===== config.mk =====
export PLATFORM = sky130hd
export DESIGN_NAME = accumTop
export DESIGN_NICKNAME = d
export VERILOG_FILES = /design/src/common/fpAccumPkg.sv /design/src/fpAdd/fpAddAlign.sv /design/src/fpAdd/fpAddNormRound.sv /design/src/fpAdd/fpAdder.sv /design/src/rtl/accumSeq.sv /design/src/rtl/accumTop.sv
export SDC_FILE = /design/constraint.sdc
export NUM_CORES = 1
export LEC_CHECK = 0
export BUFFER_PORTS_ARGS = -buffer_cell sky130_fd_sc_hd__buf_2
export CAP_MARGIN = 20
export CORE_UTILIZATION = 60
export CTS_CLUSTER_DIAMETER = 30
export DETAILED_ROUTE_END_ITERATION = 6
export PLACE_DENSITY_LB_ADDON = 0.15
export SYNTH_ARGS = -nofsm -noshare
export SYNTH_HDL_FRONTEND = slang
export SYNTH_SLANG_ARGS = --single-unit

===== constraint.sdc =====
create_clock -name ap_clk -period 8.9 [get_ports ap_clk]
set_input_delay 1.78 -clock ap_clk [delete_from_list [all_inputs] [get_ports ap_clk]]
set_output_delay 1.78 -clock ap_clk [all_outputs]
set_load 0.03 [all_outputs]

===== src/common/fpAccumPkg.sv =====
`default_nettype none

package fpAccumPkg;

	// Half-precision word, sign at bit 15
	typedef logic [15:0] halfT;

	typedef logic [4:0] expT;    // Biased exponent, bias 15
	typedef logic [9:0] mantT;   // Stored fraction, hidden bit implied

	// Working mantissa between adder halves
	// [15] hidden bit, [14:5] fraction, [4:0] guard, round and sticky space
	typedef logic [15:0] alignT;

	// Issue strobe to sum strobe, in clock cycles
	localparam int ADD_LATENCY = 3;

	// Sequencer states
	typedef enum logic [2:0] {
		IDLE,         // Waiting for apStart
		ISSUE_HI,     // Latched high pair goes to the adder
		WAIT_LO,      // Low partial sum in flight
		WAIT_HI,      // High partial sum in flight
		WAIT_FINAL,   // Final addition in flight
		DONE_HOLD     // Result held until apContinue
	} accumStateT;

endpackage

`default_nettype wire


===== src/fpAdd/fpAddAlign.sv =====
`default_nettype none
`timescale 1ns/1ns

module fpAddAlign
	import fpAccumPkg::*;
(
	input  wire halfT opA,
	input  wire halfT opB,
	output expT       expCommon,   // Exponent of the larger operand
	output alignT     mantMax,     // Larger mantissa, unshifted
	output alignT     mantMin,     // Smaller mantissa, aligned with sticky
	output logic      signMax,     // Result sign
	output logic      signMin
);

	expT expA, expB;
	mantT mantA, mantB;
	expT expMinor;              // Exponent of the smaller operand
	expT shiftAmt;              // Alignment distance
	logic aLarger;
	alignT fullA, fullB;
	alignT minFull;
	logic [47:0] shiftWide;     // Room for every bit shifted out

	// Field split
	assign expA = opA[14:10];
	assign expB = opB[14:10];
	assign mantA = opA[9:0];
	assign mantB = opB[9:0];

	// Raw magnitude compare orders zeros and normals correctly
	assign aLarger = (opA[14:0] >= opB[14:0]);

	// Hidden bit only for a nonzero exponent
	assign fullA = {|expA, mantA, 5'b00000};
	assign fullB = {|expB, mantB, 5'b00000};

	assign expCommon = aLarger ? expA : expB;
	assign expMinor = aLarger ? expB : expA;
	assign mantMax = aLarger ? fullA : fullB;
	assign minFull = aLarger ? fullB : fullA;
	assign signMax = aLarger ? opA[15] : opB[15];
	assign signMin = aLarger ? opB[15] : opA[15];

	// Never negative since expCommon is the larger exponent
	assign shiftAmt = expCommon - expMinor;

	// Up to 30 places, lowest set bit of minFull never drops off the bottom
	assign shiftWide = {minFull, 32'd0} >> shiftAmt;

	// Everything below the kept window folds into bit 0
	assign mantMin = {shiftWide[47:33], |shiftWide[32:0]};

endmodule

`default_nettype wire


===== src/fpAdd/fpAddNormRound.sv =====
`default_nettype none
`timescale 1ns/1ns

module fpAddNormRound
	import fpAccumPkg::*;
(
	input  wire expT   expCommon,
	input  wire alignT mantMax,
	input  wire alignT mantMin,
	input  wire        signMax,
	input  wire        signMin,
	output halfT       sum
);

	logic effSub;              // Signs differ, so magnitudes subtract
	logic [16:0] rawSum;       // One carry bit above the hidden bit
	logic [4:0] lzc;           // Distance of leading one below bit 16
	logic [16:0] normSum;      // Leading one at bit 16
	logic [5:0] expNorm;       // One spare bit for the adjust
	logic guardBit;
	logic stickyBit;
	logic roundUp;
	logic [10:0] mantRnd;      // Fraction plus rounding carry
	expT expOut;
	mantT mantOut;
	logic zeroSum;

	assign effSub = signMax ^ signMin;

	// mantMax >= mantMin, so subtraction never wraps
	assign rawSum = effSub ? ({1'b0, mantMax} - {1'b0, mantMin})
		: ({1'b0, mantMax} + {1'b0, mantMin});

	assign zeroSum = (rawSum == 17'd0);

	// Leading one search, highest set bit wins
	always_comb begin : leadOne
		lzc = 5'd16;   // Only seen for a zero sum
		for (int i = 0; i <= 16; i++) begin
			if (rawSum[i]) begin
				lzc = 5'(16 - i);
			end
		end
	end

	assign normSum = rawSum << lzc;

	// Carry out gives +1, each cancelled bit gives -1
	assign expNorm = {1'b0, expCommon} + 6'd1 - {1'b0, lzc};

	// Bit 5 is first below the lsb
	assign guardBit = normSum[5];
	assign stickyBit = |normSum[4:0];

	// Nearest even, ties go to an even lsb
	assign roundUp = guardBit & (stickyBit | normSum[6]);

	assign mantRnd = {1'b0, normSum[15:6]} + 11'(roundUp);

	// All-ones fraction rolls over to zero with next exponent
	assign expOut = expNorm[4:0] + expT'(mantRnd[10]);
	assign mantOut = mantRnd[9:0];

	// Exact cancellation always gives +0
	assign sum = zeroSum ? 16'h0000 : {signMax, expOut, mantOut};

endmodule

`default_nettype wire


===== src/fpAdd/fpAdder.sv =====
`default_nettype none
`timescale 1ns/1ns

module fpAdder
	import fpAccumPkg::*;
(
	input  wire       ap_clk,
	input  wire       ap_rst,
	input  wire halfT addA,
	input  wire halfT addB,
	input  wire       addIssue,
	output halfT      addSum,
	output logic      addSumVld
);

	halfT aQ, bQ;                      // Input stage
	expT expAl, expQ;                  // Align stage
	alignT mantMaxAl, mantMaxQ;
	alignT mantMinAl, mantMinQ;
	logic signMaxAl, signMaxQ;
	logic signMinAl, signMinQ;
	halfT sumNr, sumQ;                 // Output stage
	logic [ADD_LATENCY-1:0] vldPipe;   // One valid per stage

	fpAddAlign fpAddAlign_i (
		.opA       (aQ),
		.opB       (bQ),
		.expCommon (expAl),
		.mantMax   (mantMaxAl),
		.mantMin   (mantMinAl),
		.signMax   (signMaxAl),
		.signMin   (signMinAl)
	);

	fpAddNormRound fpAddNormRound_i (
		.expCommon (expQ),
		.mantMax   (mantMaxQ),
		.mantMin   (mantMinQ),
		.signMax   (signMaxQ),
		.signMin   (signMinQ),
		.sum       (sumNr)
	);

	// Data stages run freely, a new pair every cycle
	always_ff @(posedge ap_clk) begin
		aQ <= addA;
		bQ <= addB;
		expQ <= expAl;
		mantMaxQ <= mantMaxAl;
		mantMinQ <= mantMinAl;
		signMaxQ <= signMaxAl;
		signMinQ <= signMinAl;
		sumQ <= sumNr;
	end

	always_ff @(posedge ap_clk) begin
		if (ap_rst) begin
			vldPipe <= '0;
		end else begin
			vldPipe <= {vldPipe[ADD_LATENCY-2:0], addIssue};   // Shift with the data
		end
	end

	assign addSum = sumQ;
	assign addSumVld = vldPipe[ADD_LATENCY-1];

endmodule

`default_nettype wire


===== src/rtl/accumSeq.sv =====
`default_nettype none
`timescale 1ns/1ns

module accumSeq
	import fpAccumPkg::*;
(
	input  wire       ap_clk,
	input  wire       ap_rst,
	input  wire       apStart,
	input  wire       apContinue,
	input  wire halfT accumIn0,
	input  wire halfT accumIn1,
	input  wire halfT accumIn2,
	input  wire halfT accumIn3,
	output logic      apDone,
	output logic      apIdle,
	output logic      apReady,
	output halfT      accumOut,
	output logic      accumOutVld,
	output halfT      addA,
	output halfT      addB,
	output logic      addIssue,
	input  wire halfT addSum,
	input  wire       addSumVld
);

	accumStateT state, stateNext;
	halfT in2Q, in3Q;      // High pair, taken at start
	halfT partialLo;       // in0 + in1
	halfT resultQ;         // Held result
	logic startAcc;        // Start accepted this cycle
	logic finalVld;        // Final sum on addSum
	logic doneHold;

	assign startAcc = (state == IDLE) && apStart;
	assign finalVld = (state == WAIT_FINAL) && addSumVld;
	assign doneHold = (state == DONE_HOLD);

	always_comb begin
		stateNext = state;
		case (state)
			IDLE: begin
				if (apStart) begin
					stateNext = ISSUE_HI;
				end
			end
			ISSUE_HI: stateNext = WAIT_LO;
			WAIT_LO: begin
				if (addSumVld) begin
					stateNext = WAIT_HI;   // Low partial captured
				end
			end
			WAIT_HI: begin
				if (addSumVld) begin
					stateNext = WAIT_FINAL;   // Final pair issued
				end
			end
			WAIT_FINAL: begin
				if (addSumVld) begin
					stateNext = apContinue ? IDLE : DONE_HOLD;
				end
			end
			DONE_HOLD: begin
				if (apContinue) begin
					stateNext = IDLE;
				end
			end
			default: stateNext = IDLE;
		endcase
	end

	always_ff @(posedge ap_clk) begin
		if (ap_rst) begin
			state <= IDLE;
			resultQ <= '0;
		end else begin
			state <= stateNext;
			if (finalVld) begin
				resultQ <= addSum;
			end
		end
	end

	always_ff @(posedge ap_clk) begin
		if (startAcc) begin
			in2Q <= accumIn2;
			in3Q <= accumIn3;
		end
		if ((state == WAIT_LO) && addSumVld) begin
			partialLo <= addSum;
		end
	end

	// Operand select, one pair per state
	always_comb begin
		case (state)
			IDLE: begin
				addA = accumIn0;
				addB = accumIn1;
			end
			ISSUE_HI: begin
				addA = in2Q;
				addB = in3Q;
			end
			default: begin
				addA = partialLo;   // Pairs with high partial as it arrives
				addB = addSum;
			end
		endcase
	end

	assign addIssue = startAcc || (state == ISSUE_HI) || ((state == WAIT_HI) && addSumVld);

	// Block control outputs
	assign accumOut = finalVld ? addSum : resultQ;
	assign accumOutVld = finalVld;
	assign apReady = finalVld;
	assign apDone = finalVld || doneHold;
	assign apIdle = (state == IDLE) && !apStart;

endmodule

`default_nettype wire


===== src/rtl/accumTop.sv =====
`default_nettype none
`timescale 1ns/1ns

module accumTop
	import fpAccumPkg::*;
(
	input  wire       ap_clk,
	input  wire       ap_rst,
	input  wire       apStart,
	input  wire       apContinue,
	input  wire halfT accumIn0,
	input  wire halfT accumIn1,
	input  wire halfT accumIn2,
	input  wire halfT accumIn3,
	output logic      apDone,
	output logic      apIdle,
	output logic      apReady,
	output halfT      accumOut,
	output logic      accumOutVld
);

	halfT addA, addB;     // Sequencer to adder
	logic addIssue;
	halfT addSum;         // Adder back to sequencer
	logic addSumVld;

	accumSeq accumSeq_i (
		.ap_clk      (ap_clk),
		.ap_rst      (ap_rst),
		.apStart     (apStart),
		.apContinue  (apContinue),
		.accumIn0    (accumIn0),
		.accumIn1    (accumIn1),
		.accumIn2    (accumIn2),
		.accumIn3    (accumIn3),
		.apDone      (apDone),
		.apIdle      (apIdle),
		.apReady     (apReady),
		.accumOut    (accumOut),
		.accumOutVld (accumOutVld),
		.addA        (addA),
		.addB        (addB),
		.addIssue    (addIssue),
		.addSum      (addSum),
		.addSumVld   (addSumVld)
	);

	// Shared by all three additions
	fpAdder fpAdder_i (
		.ap_clk    (ap_clk),
		.ap_rst    (ap_rst),
		.addA      (addA),
		.addB      (addB),
		.addIssue  (addIssue),
		.addSum    (addSum),
		.addSumVld (addSumVld)
	);

endmodule

`default_nettype wire


==> flow_summary.yaml <==
status:
  run_status: "finished, final reports clean"
setup_path:
  path_buf_inv: 2
  cp_max_fo: 15
  startpoint_type: "register"
  worstPathRequired_ns: 9.25
  end_kind: "register"
  slowest_delay_ns: 0.59
  path_common_cell: "ha_1"
  crit_family: "compound AO/OA/AOI/OAI gates"
  path_class: "reg -> reg"
  critPathArrivalTime_ns: 8.48
  slowest_stage: "o21ai_0"
floorplan:
  ios: 88
  row_count: 45
  start_util_pct: 62.2
  core_um2: 15400
  die_w_um: 128
  die-area_um2: 16500
  dieHeight_um: 128
logic_synthesis:
  synth_flop_cell: "dfxtp_1"
  synth-seq-area-share_pct: 36.8
  ys_ff_latch: 152
  async_reset_ff_share_pct: 0
  synth_top_cell_by_area: "dfxtp_1"
  syn_nets: 1186
  synth.area.top_cells: "dfxtp_1 (22%), edfxtp_1 (15%), mux2i_1 (5.0%), nand2_1 (5.0%), ha_1 (4.8%)"
  synth_edf_count: 48
  synth_area_um2: 9570
  synth_warnings: 0
  avgSynthCellArea_um2: 8.86
  yosysTopAreaCellShare_pct: 21.8
  synth_cells: 1080
  synthDistinctLibCells: 89
place:
  post-dp-hpwl_um: 18900
  gp_congestion: 0.922
  io_buffers: 87
grt:
  grt_remaining_overflow: 0
  grt.total_usage_pct: 31.7
  grt_pass1_wl_um: 40200
  antenna_found_initial: 0
  grt_pass1_vias: 7791
  grt_max_degree: 65
routing:
  wl_per_cell_um: 18.5
  viasPerCell: 6.22
  antenna_left: 0
  drc: 0
  num_vias: 8491
  drt_iter0_markers: 691
  drtPass1Iterations: 5
  wl_um: 25300
hold_path:
  hold_path_class: "reg -> reg"
final_layout:
  area_delta_synth_final_pct: 12.4
  final_net_count: 1247
  antenna_cells: 0
  drive_above_1_share_pct: 17.6
  n_fill_cell: 1242
clocking:
  cts_buffer_depth: 2
  cts_hold_buf: 0
  clock-sinks: 152
  clkLatencyLatePin_ns: 0.42
  tritoncts: "done"
  cts_made_buffers: 17
  clk_pin_slew_worst_paths_ns: 0.06
  cts-root-buf: "clkbuf_16"
  cts_max_level: 4
  cts_setup_buffers: 0
  cts_resized: 0
timing:
  finalSetupViolations: 0
  period_minus_slack_ns: 8.13
  grt_setup_unrepaired: "false"
  maxSlewHeadroom_pct: 26.7
  period_share_pct: 91.3
  setup_tns_ns: 0
  worst_pin_slew_ns: 1.09
  fin_skew_ns: 0.0119
  fmax_ghz: 0.123
  final_hold_viol_count: 0
  maxSlewViolCount: 0
flow_run:
  cap_violations: 0
[layer usage]
| metal | GRT usage, % | up-vias | wire length (µm) |
|---|---|---|---|
| met2 | 53.4 | 358 | 11800 |
| met3 | 5.22 | 51 | 1620 |
| met5 | 0 | - | 0 |
| met4 | 10.7 | 0 | 686 |
| li1 | - | 4110 | - |
| met1 | 41.4 | 3972 | 11200 |
[logic make-up after synthesis]
logic type / after synthesis / share of synthesized area (%)
XOR/XNOR: 33 / 3.10
adder cells (fa/ha/maj): 38 / 5.05
flip-flops: 152 / 36.8
buffers and inverters: 97 / 3.96
AO/OA/AOI/OAI: 301 / 21.4
AND/OR/NAND/NOR: 379 / 20.0
multiplexers: 80 / 9.65
[metrics by stage]
stage | cell area, µm² | setup slack, ns | instances | hold WS [ns] | util [%]
floorplan | 9570 | 1.83 | 1080 | 0.414 | -
global placement | 10100 | 1.11 | 1332 | 0.424 | 66.0
detailed placement | 10100 | 0.909 | 1332 | 0.429 | 66.0
CTS | 10700 | 0.851 | 1364 | 0.438 | 69.9
global route | 10800 | 0.135 | 1365 | 0.457 | 69.9
finish | 10800 | 0.772 | 1365 | 0.441 | 69.9
[worst paths after layout]
kind | from | endpoint | slack (ns) | cells past startpoint
max | fpAdder_i.mantMinQ[0] | fpAdder_i.addSum[14] | 0.77 | 32
min | fpAdder_i.aQ[15] | fpAdder_i.signMaxQ | 0.44 | 2
max reg2reg | fpAdder_i.mantMinQ[0] | fpAdder_i.addSum[14] | 0.77 | 32
min reg2reg | fpAdder_i.aQ[15] | fpAdder_i.signMaxQ | 0.44 | 2
[Yosys cell counts, drive strengths merged (6+ instances only)]
cell and number:
buf 10, clkbuf 49, nor3 31, and2 12, and3 11, nand2b 16
mux2i 48, nand3 19, a2111oi 6, o211ai 19, edfxtp 48, or3 12
inv 38, a21o 10, o21ai 89, xnor2 17, a211o 7, a211oi 14
mux4 7, nor4 10, ha 37, o21a 10, xor2 16, a21oi 54
o31ai 13, nand2 128, o22ai 9, nor2b 32, dfxtp 104, nand4 7
nor2 72, mux2 25, a31oi 9, or2 8
[worst register-to-register path: cells and delay by family, from the launching register on]
kind                       cells  cell delay, ns
muxes                          2            0.63
adders and majority gates      5            1.05
buffers and inverters          2            0.39
AOI/OAI and AO/OA             12            3.21
and+or+nand+nor                8            1.92
DFF                            1            0.44
xor gates and xnor gates       3            0.44
[state kept, by name (all words and copies together) (netlist names)]
signal	flops
fpAdder_i.bQ	16
fpAdder_i.aQ	16
fpAdder_i.mantMinQ	16
fpAdder_i.expQ	5
fpAdder_i.addSum	16
accumSeq_i.in2Q	16
fpAdder_i.vldPipe	3
accumSeq_i.state	3
accumSeq_i.in3Q	16
fpAdder_i.mantMaxQ	11
fpAdder_i.signMaxQ	1
accumSeq_i.partialLo	16
fpAdder_i.signMinQ	1
accumSeq_i.resultQ	16
[final cells by class]
type / instances / area, µm² / share of cell area, %
Tap cell: 211 / 264 / 2.46
Multi-Input combinational cell: 831 / 5680 / 52.9
Sequential cell: 152 / 3520 / 32.8
Clock inverter: 11 / 135 / 1.26
Clock buffer: 21 / 460 / 4.28
Timing Repair Buffer: 101 / 541 / 5.03
Inverter: 38 / 143 / 1.33
[cell usage in the layout, fill, tap and decap left out, types with 7 or more instances in the layout]
cell,synthesis,routed
xnor2_1,17,17
mux2_2,24,24
o21ai_0,88,88
nand2_1,127,127
and3_1,11,11
nand2b_1,16,16
a31oi_1,9,9
edfxtp_1,48,48
nor4_1,9,9
a21oi_1,54,54
or2_2,8,8
mux4_2,7,7
nor2b_1,32,32
o22ai_1,9,9
nor2_1,72,70
xor2_1,15,15
buf_2,6,87
ha_1,37,37
clkbuf_16,0,17
nand4_1,7,7
inv_1,36,36
dfxtp_1,104,103
o211ai_1,18,18
o21a_1,10,10
nor3_1,28,27
a211o_1,7,7
or3_1,12,12
buf_4,2,14
mux2i_1,48,48
a21o_1,10,10
and2_1,10,10
a211oi_1,14,14
nand3_1,17,17
o31ai_1,13,13
Power is left out: the tool's default activity adds up to more than one toggle a clock period on the data nets, which glitch-free logic cannot reach.
